`config.mk`:
```
export PLATFORM = sky130hd
export DESIGN_NAME = pim_ctrl_top
export DESIGN_NICKNAME = d
export VERILOG_FILES = /design/src/rtl/pim_bus_pkg.sv /design/src/rtl/pim_flash_pkg.sv /design/src/rtl/pim_ctrl_top.sv /design/src/rtl/pim_pulse_engine.sv /design/src/rtl/pim_mode_fsm.sv /design/src/rtl/pim_bus_decode.sv
export SDC_FILE = /design/constraint.sdc
export NUM_CORES = 1
export LEC_CHECK = 0
export CORE_AREA = 2 2 137 139
export DETAILED_ROUTE_END_ITERATION = 8
export DIE_AREA = 0 0 139 141
export DONT_BUFFER_PORTS = 1
export GPL_TIMING_DRIVEN = 0
export HOLD_SLACK_MARGIN = 0.15
export MAX_ROUTING_LAYER = met4
export PLACE_DENSITY = 0.45
export RECOVER_POWER = 25
export SLEW_MARGIN = 30
export SYNTH_ARGS = -nofsm -noshare
export SYNTH_HDL_FRONTEND = slang
export SYNTH_SLANG_ARGS = --single-unit
```
`constraint.sdc`:
```
create_clock -name clk_i -period 2.55 [get_ports clk_i]
set_input_delay 0.3825 -clock clk_i [delete_from_list [all_inputs] [get_ports clk_i]]
set_output_delay 0.3825 -clock clk_i [all_outputs]
set_load 0.02 [all_outputs]
```
`src/rtl/pim_bus_pkg.sv`:
```
package pim_bus_pkg;

    // peripheral address map
    localparam logic [31:0] STATUS_ADDR = 32'h4200_0000;  // arms the controller
    localparam logic [31:0] MODE_ADDR   = 32'h4100_0000;  // selects the operation
    localparam logic [11:0] PERIPH_TAG  = 12'h400;        // addr[31:20] of a target write

    // fields of the target write
    typedef logic [6:0]  row_t;          // addr[15:9]
    typedef logic [8:0]  col_t;          // addr[8:0]
    typedef logic [16:0] pulse_width_t;  // data[21:5]
    typedef logic [4:0]  pulse_count_t;  // data[4:0]

    // one bus write, already classified and sliced
    typedef struct packed {
        logic         is_status;
        logic         is_mode;
        logic         is_target;
        logic [2:0]   mode_code;
        row_t         row;
        col_t         col;
        pulse_width_t width;
        pulse_count_t count;
    } bus_write_t;

endpackage
```
`src/rtl/pim_flash_pkg.sv`:
```
package pim_flash_pkg;

    // mode codes as written to MODE_ADDR
    // 4..6 were parallel, row-by-row and load, not supported here
    typedef enum logic [2:0] {
        OP_NONE    = 3'd0,
        OP_ERASE   = 3'd1,
        OP_PROGRAM = 3'd2,
        OP_READ    = 3'd3
    } pim_op_e;

    typedef enum logic [1:0] {
        ST_IDLE       = 2'b00,
        ST_WAIT_MODE  = 2'b01,
        ST_MODE_READY = 2'b10,
        ST_MODE_EXEC  = 2'b11
    } ctrl_state_e;

    typedef logic [3:0] exec_cnt_t;  // read window counter

    // operation handed from the command FSM to the pulse engine
    typedef struct packed {
        pim_op_e                   op;
        pim_bus_pkg::row_t         row;
        pim_bus_pkg::col_t         col;
        pim_bus_pkg::pulse_width_t width;
        pim_bus_pkg::pulse_count_t count;
    } pim_op_t;

    // flash macro driver pins
    typedef struct packed {
        logic              erase_en;
        logic              program_en;
        logic              read_en;
        pim_bus_pkg::row_t row_addr;
        pim_bus_pkg::col_t col_addr;
        exec_cnt_t         exec_cnt;
    } flash_drv_t;

endpackage

```
`src/rtl/pim_ctrl_top.sv`:
```
`timescale 1ns/1ps

module pim_ctrl_top #(
    parameter int unsigned READ_CYCLES = 9  // read window length, 1..15
) (
    input  logic                      clk_i,
    input  logic                      rst_ni,
    input  logic [31:0]               bus_addr_i,
    input  logic [31:0]               bus_wdata_i,
    output pim_flash_pkg::flash_drv_t flash_o,
    output logic                      busy_o
);

    import pim_bus_pkg::*;
    import pim_flash_pkg::*;

    bus_write_t wr;
    pim_op_t    op;
    logic       start;
    logic       done;

    pim_bus_decode u_bus_decode (
        .bus_addr_i  (bus_addr_i),
        .bus_wdata_i (bus_wdata_i),
        .wr_o        (wr)
    );

    pim_mode_fsm u_mode_fsm (
        .clk_i   (clk_i),
        .rst_ni  (rst_ni),
        .wr_i    (wr),
        .done_i  (done),
        .start_o (start),
        .op_o    (op),
        .busy_o  (busy_o)
    );

    pim_pulse_engine #(
        .READ_CYCLES (READ_CYCLES)
    ) u_pulse_engine (
        .clk_i   (clk_i),
        .rst_ni  (rst_ni),
        .start_i (start),
        .op_i    (op),
        .done_o  (done),
        .flash_o (flash_o)
    );

endmodule

```
`src/rtl/pim_pulse_engine.sv`:
```
`timescale 1ns/1ps

module pim_pulse_engine #(
    parameter int unsigned READ_CYCLES = 9
) (
    input  logic                      clk_i,
    input  logic                      rst_ni,
    input  logic                      start_i,
    input  pim_flash_pkg::pim_op_t    op_i,
    output logic                      done_o,
    output pim_flash_pkg::flash_drv_t flash_o
);

    import pim_bus_pkg::*;
    import pim_flash_pkg::*;

    typedef enum logic [1:0] {
        PH_IDLE,
        PH_HIGH,  // enable asserted
        PH_GAP,   // low cycle after a pulse
        PH_DONE
    } phase_e;

    phase_e       phase_q;
    phase_e       phase_d;
    phase_e       pulse_phase;
    pulse_width_t width_q;   // high cycles left in this pulse
    pulse_width_t width_d;
    pulse_count_t count_q;   // pulses left, current one included
    pulse_count_t count_d;
    exec_cnt_t    rd_cnt_q;
    exec_cnt_t    rd_cnt_d;
    logic         erase_q;   // registered enables
    logic         program_q;
    logic         read_q;
    logic         is_read;
    logic         en_high;

    assign is_read = (op_i.op == OP_READ);

    // a zero width degenerates into a gap only
    assign pulse_phase = (op_i.width == '0) ? PH_GAP : PH_HIGH;

    always_comb begin
        phase_d  = phase_q;
        width_d  = width_q;
        count_d  = count_q;
        rd_cnt_d = rd_cnt_q;
        case (phase_q)
            PH_IDLE: begin
                if (start_i) begin
                    if (is_read) begin
                        phase_d  = PH_HIGH;
                        rd_cnt_d = exec_cnt_t'(READ_CYCLES);
                    end else if (op_i.count == '0) begin
                        phase_d = PH_DONE;
                    end else begin
                        phase_d = pulse_phase;
                        width_d = op_i.width;
                        count_d = op_i.count;
                    end
                end
            end
            PH_HIGH: begin
                if (is_read) begin
                    if (rd_cnt_q > 4'd1) begin
                        rd_cnt_d = rd_cnt_q - 4'd1;
                    end else begin
                        phase_d = PH_DONE;
                    end
                end else if (width_q > 17'd1) begin
                    width_d = width_q - 17'd1;
                end else begin
                    phase_d = PH_GAP;
                end
            end
            PH_GAP: begin
                if (count_q > 5'd1) begin
                    count_d = count_q - 5'd1;
                    width_d = op_i.width;  // reload for the next pulse
                    phase_d = pulse_phase;
                end else begin
                    phase_d = PH_DONE;
                end
            end
            default: phase_d = PH_IDLE;  // PH_DONE lasts one cycle
        endcase
    end

    always_ff @(posedge clk_i or negedge rst_ni) begin
        if (!rst_ni) begin
            phase_q   <= PH_IDLE;
            width_q   <= '0;
            count_q   <= '0;
            rd_cnt_q  <= '0;
            erase_q   <= 1'b0;
            program_q <= 1'b0;
            read_q    <= 1'b0;
        end else begin
            phase_q   <= phase_d;
            width_q   <= width_d;
            count_q   <= count_d;
            rd_cnt_q  <= rd_cnt_d;
            erase_q   <= (phase_d == PH_HIGH) && (op_i.op == OP_ERASE);
            program_q <= (phase_d == PH_HIGH) && (op_i.op == OP_PROGRAM);
            read_q    <= (phase_d == PH_HIGH) && is_read;
        end
    end

    assign en_high = (phase_q == PH_HIGH);
    assign done_o  = (phase_q == PH_DONE);

    // addresses only visible during the high phase
    always_comb begin
        flash_o            = '0;
        flash_o.erase_en   = erase_q;
        flash_o.program_en = program_q;
        flash_o.read_en    = read_q;
        if (en_high) begin
            flash_o.row_addr = op_i.row;
            if (op_i.op != OP_ERASE) begin
                flash_o.col_addr = op_i.col;  // erase is row wide
            end
            if (is_read) begin
                flash_o.exec_cnt = rd_cnt_q;
            end
        end
    end

    a_one_enable: assert property (@(posedge clk_i) disable iff (!rst_ni)
        $onehot0({flash_o.erase_en, flash_o.program_en, flash_o.read_en}))
        else $error("more than one flash enable high");

    a_row_gated: assert property (@(posedge clk_i) disable iff (!rst_ni)
        !(flash_o.erase_en || flash_o.program_en || flash_o.read_en)
            |-> (flash_o.row_addr == '0))
        else $error("row_addr driven with no enable");

endmodule

```
`src/rtl/pim_mode_fsm.sv`:
```
`timescale 1ns/1ps

module pim_mode_fsm (
    input  logic                    clk_i,
    input  logic                    rst_ni,
    input  pim_bus_pkg::bus_write_t wr_i,
    input  logic                    done_i,
    output logic                    start_o,
    output pim_flash_pkg::pim_op_t  op_o,
    output logic                    busy_o
);

    import pim_flash_pkg::*;

    ctrl_state_e state_q;
    ctrl_state_e state_d;
    pim_op_e     mode_q;   // mode register
    pim_op_t     op_q;
    logic        start_q;
    logic        mode_ok;
    logic        fire;
    logic        finish;

    // only erase, program and read are accepted
    assign mode_ok = wr_i.is_mode &&
                     (wr_i.mode_code inside {OP_ERASE, OP_PROGRAM, OP_READ});

    assign fire   = (state_q == ST_MODE_READY) && wr_i.is_target;
    assign finish = (state_q == ST_MODE_EXEC) && done_i;

    always_comb begin
        state_d = state_q;
        case (state_q)
            ST_IDLE: begin
                if (wr_i.is_status) begin
                    state_d = ST_WAIT_MODE;
                end
            end
            ST_WAIT_MODE: begin
                if (mode_ok) begin
                    state_d = ST_MODE_READY;
                end
            end
            ST_MODE_READY: begin
                if (fire) begin
                    state_d = ST_MODE_EXEC;
                end
            end
            ST_MODE_EXEC: begin
                if (finish) begin
                    state_d = ST_IDLE;
                end
            end
            default: state_d = ST_IDLE;
        endcase
    end

    always_ff @(posedge clk_i or negedge rst_ni) begin
        if (!rst_ni) begin
            state_q <= ST_IDLE;
            mode_q  <= OP_NONE;
            op_q    <= '0;
            start_q <= 1'b0;
        end else begin
            state_q <= state_d;
            start_q <= fire;  // start follows the target write by one cycle

            if (state_q == ST_WAIT_MODE && mode_ok) begin
                mode_q <= pim_op_e'(wr_i.mode_code);
            end

            if (fire) begin
                op_q.op    <= mode_q;
                op_q.row   <= wr_i.row;
                op_q.col   <= wr_i.col;
                op_q.width <= wr_i.width;
                op_q.count <= wr_i.count;
            end

            if (finish) begin
                mode_q <= OP_NONE;
                op_q   <= '0;
            end
        end
    end

    assign start_o = start_q;
    assign op_o    = op_q;
    assign busy_o  = (mode_q != OP_NONE);

    // engine sees a stable operation for the whole command
    a_op_stable: assert property (@(posedge clk_i) disable iff (!rst_ni)
        $changed(op_o) |-> start_o || (state_q == ST_IDLE))
        else $error("op_o changed outside start or return to idle");

    a_idle_not_busy: assert property (@(posedge clk_i) disable iff (!rst_ni)
        (state_q == ST_IDLE) |-> !busy_o)
        else $error("busy_o high while idle");

endmodule

```
`src/rtl/pim_bus_decode.sv`:
```
`timescale 1ns/1ps

module pim_bus_decode (
    input  logic [31:0]             bus_addr_i,
    input  logic [31:0]             bus_wdata_i,
    output pim_bus_pkg::bus_write_t wr_o
);

    import pim_bus_pkg::*;

    logic hit_status;
    logic hit_mode;
    logic hit_target;

    // the only address compares in the design
    assign hit_status = (bus_addr_i == STATUS_ADDR);
    assign hit_mode   = (bus_addr_i == MODE_ADDR);
    assign hit_target = (bus_addr_i[31:20] == PERIPH_TAG);

    always_comb begin
        wr_o.is_status = hit_status;
        wr_o.is_mode   = hit_mode;
        wr_o.is_target = hit_target;

        // mode code sits in the low data bits of a MODE write
        wr_o.mode_code = bus_wdata_i[2:0];

        // target location comes from the address
        wr_o.row = row_t'(bus_addr_i[15:9]);
        wr_o.col = col_t'(bus_addr_i[8:0]);

        // pulse parameters come from the data word
        wr_o.width = pulse_width_t'(bus_wdata_i[21:5]);
        wr_o.count = pulse_count_t'(bus_wdata_i[4:0]);
    end

endmodule

```
==> impl_metrics.yaml <==
status:
  outcome: "finished, final reports clean"
sta:
  period_share: 0.933
  finalHoldViolCount: 0
  slew-limit-headroom: 0.240
  fmax_ghz: 0.420
  rsz0062_at_grt: "no"
  worstMarginPinSlew_ps: 1140
  tns_ps: 0
  finClkSkew_ps: 5.88
  final_max_slew_viol_count: 0
  setup_violations: 0
  fin_crit_ps: 2380
die:
  die_y_um: 141
  start_util: 0.244
  top_level_ports: 90
  rows: 50
  core_area_mm2: 0.0183
  dieWidth_um: 139
  die-area_mm2: 0.0196
logic_synthesis:
  ys.flop_type: "dfrtp_1"
  yosysWarningCount: 0
  ys_ff_latch: 78
  synth_cell_types: 69
  synth_top_area_frac: 0.438
  yosysTopAreaCell: "dfrtp_1"
  synth_seq_area_share: 0.438
  synthCells: 519
  synth.cell_area_mm2: 0.00446
  avgSynthCellArea_um2: 8.58
  yosys-top-cells-area: "dfrtp_1 (44%), nand2_1 (8.8%), a21oi_1 (7.1%)"
  synthArstFlopShare: 1.00
  syn_nets: 596
  synth-edff-count: 0
critical_path:
  cp_max_fo: 10
  arrival_ps: 2000
  cp-start-kind: "flop"
  crit_slowest_cell: "dfrtp_1"
  slowest_delay_ps: 440
  required_ps: 2170
  cp_top_family: "simple AND/OR/NAND/NOR gates"
  path_class: "flop to output port"
  reg2reg_depth: 8
  cp.buffers_inverters: 2
  crit_chain: "inv_2 > nand2_1 > clkbuf_2 > nor2_4 > and2_1"
  r2r_start: "u_pulse_engine.width_q[0]"
  critPathCaptureType: "output port"
  reg2reg_to: "u_pulse_engine.width_q[16]"
  rrSetupSlack_ps: 250
detailed_routing:
  drc_errors: 0
  drt_iter0_markers: 264
  drtAntennaViolNets: 0
  wl_um: 13400
  num_vias: 3883
  drt-pass1-iter-count: 5
  vias_per_cell: 5.04
  wl_per_cell_um: 17.4
global_route:
  grt_pass1_vias: 4039
  grt_pass1_wl_um: 21500
  antenna_found_initial: 0
  gr-total-overflow: 0
  grt_max_degree: 79
  grtUsageTotal: 0.143
pwr:
  power.density_mw_per_mm2: 519
  p_leak_nw: 2.14
  finalPower_mw: 2.65
  peakVddDrop_mv: 0.283
cts:
  clk_path_buf_depth: 2
  root_buffer: "clkbuf_16"
  ctsHtreeMaxLevel: 3
  cts.sinks: 78
  tritoncts: "yes"
  clkLatencyLatePin_ps: 330
  clk_transition_reported_paths_ps: 60
  numCtsBuffers: 9
hold_path:
  hold_path_end: "u_mode_fsm.op_o[32]"
  hold_class: "input pin to flop"
  min_from: "bus_addr_i[10]"
  holdPathStages: 2
placed_design:
  finalWeightedCongestion: 0.856
  hpwl_um: 9940
  io_buffers: 0
final_layout:
  diodes: 0
  drive_gt1_frac: 0.106
  fill_cells: 1991
  nets: 608
  syn_to_final_growth_pct: 14.7
run:
  drv_cap: 0
==> cells in the final DEF, fill, tap and decap left out, types with 3 or more instances in the layout <==
cell type,count
o21ai_1,3
and2_1,17
o21ai_0,18
ha_1,11
clkbuf_1,14
mux2i_1,4
nor3_2,4
clkbuf_8,4
nand4_1,6
a211oi_1,7
o31ai_1,4
nor3b_1,6
nand3b_1,3
or3_1,3
a21oi_1,63
buf_4,5
dfrtp_1,78
buf_2,9
inv_1,12
nor4_2,3
nor2_1,35
nand2b_1,3
and3_1,6
nor3_1,12
clkbuf_16,9
nor4_1,15
nor2b_1,4
nand2_1,104
nand3_1,13
buf_6,3
o211ai_1,4
==> cells by family after synthesis <==
kind of cell	synth area share
adders and majority gates	0.0309
muxes	0.0140
DFF	0.438
buffers and inverters	0.0505
AOI/OAI and AO/OA	0.184
and+or+nand+nor	0.278
xor gates and xnor gates	0.00393
==> where the power goes <==
group / switching (mW) / leakage (nW) / internal (mW)
Clock: 0.514 / 0.155 / 0.866
Combinational: 0.0273 / 0.896 / 0.00560
Sequential: 0.00000000479 / 1.09 / 1.24
==> worst max path at each step <==
stage / startpoint / slack, ps / depth (start not counted) / to
2_1_floorplan: u_pulse_engine.width_q[0] / 480 / 8 / u_pulse_engine.width_q[16]
3_3_place_gp: u_mode_fsm.op_o[5] / 4 / 6 / u_pulse_engine.erase_q
3_5_place_dp: u_mode_fsm.op_o[6] / 10 / 6 / u_pulse_engine.program_q
4_1_cts: u_mode_fsm.op_o[6] / 8 / 6 / u_pulse_engine.program_q
5_1_grt: u_pulse_engine.phase_q[1] / 50 / 5 / flash_o[11]
6_report: u_pulse_engine.phase_q[1] / 170 / 5 / flash_o[11]
==> cell type report <==
class | instances | area (um^2) | share of cell area
multi-input cells | 395 | 2300 | 0.451
flip-flops and latches | 78 | 1950 | 0.382
well taps | 234 | 293 | 0.0573
clock buffers | 14 | 284 | 0.0556
plain buffers | 31 | 170 | 0.0333
inverters | 14 | 52.6 | 0.0103
clock inverters | 2 | 37.5 | 0.00735
repair buffers | 2 | 17.5 | 0.00343
==> Yosys cell counts (all sizes together), types with 2 or more instances <==
cell type,n
nand2,105
dfrtp,78
a21oi,65
nor2,37
o21ai,21
nor4,18
and2,17
buf,17
nor3,16
clkbuf,15
inv,14
nand3,14
ha,11
a211oi,8
nor3b,7
and3,6
nand4,6
mux2i,4
nor2b,4
o211ai,4
o31ai,4
nand2b,3
nand3b,3
o221ai,3
or3,3
a22o,2
a2bb2oi,2
a41o,2
mux2,2
o21a,2
o21bai,2
o22ai,2
or4,2
xor2,2
==> routing by layer <==
metal  GRT usage  part of all wire  vias up
met5           -                 0        -
met4      0.0649             0.022        0
met3      0.0211             0.048       16
met2       0.230              0.48      141
met1       0.179              0.45     1867
li1            -                 -     1859
==> per-stage QoR <==
step	hold slack (ps)	cells	instance area, um^2	utilization	setup WS, ps
after CTS	159	770	5120	0.280	7.76
after detailed placement	93.4	753	4750	0.260	11.7
final	172	770	5110	0.280	171
after global routing	175	770	5110	0.280	45.7
after floorplan	86.9	519	4460	-	484
after global placement	92.7	753	4750	0.260	3.99
==> what timing repair did <==
item	4_1_cts	5_1_grt
setup buffers	0	0
resized for setup	6	1
endpoints found under the hold margin	78	0
hold buffers	2	0
pin swaps	0	0
endpoints found under the setup margin	13	4
==> sequential cells by signal, indices dropped and copies added, names as in the netlist, 2 cells and up <==
| register | flops |
|---|---|
| u_mode_fsm.state_q | 2 |
| u_pulse_engine.count_q | 5 |
| u_pulse_engine.rd_cnt_q | 4 |
| u_mode_fsm.mode_q | 3 |
| u_pulse_engine.phase_q | 2 |
| u_mode_fsm.op_o | 41 |
| u_pulse_engine.width_q | 17 |
(Power assumes the default switching activity.)
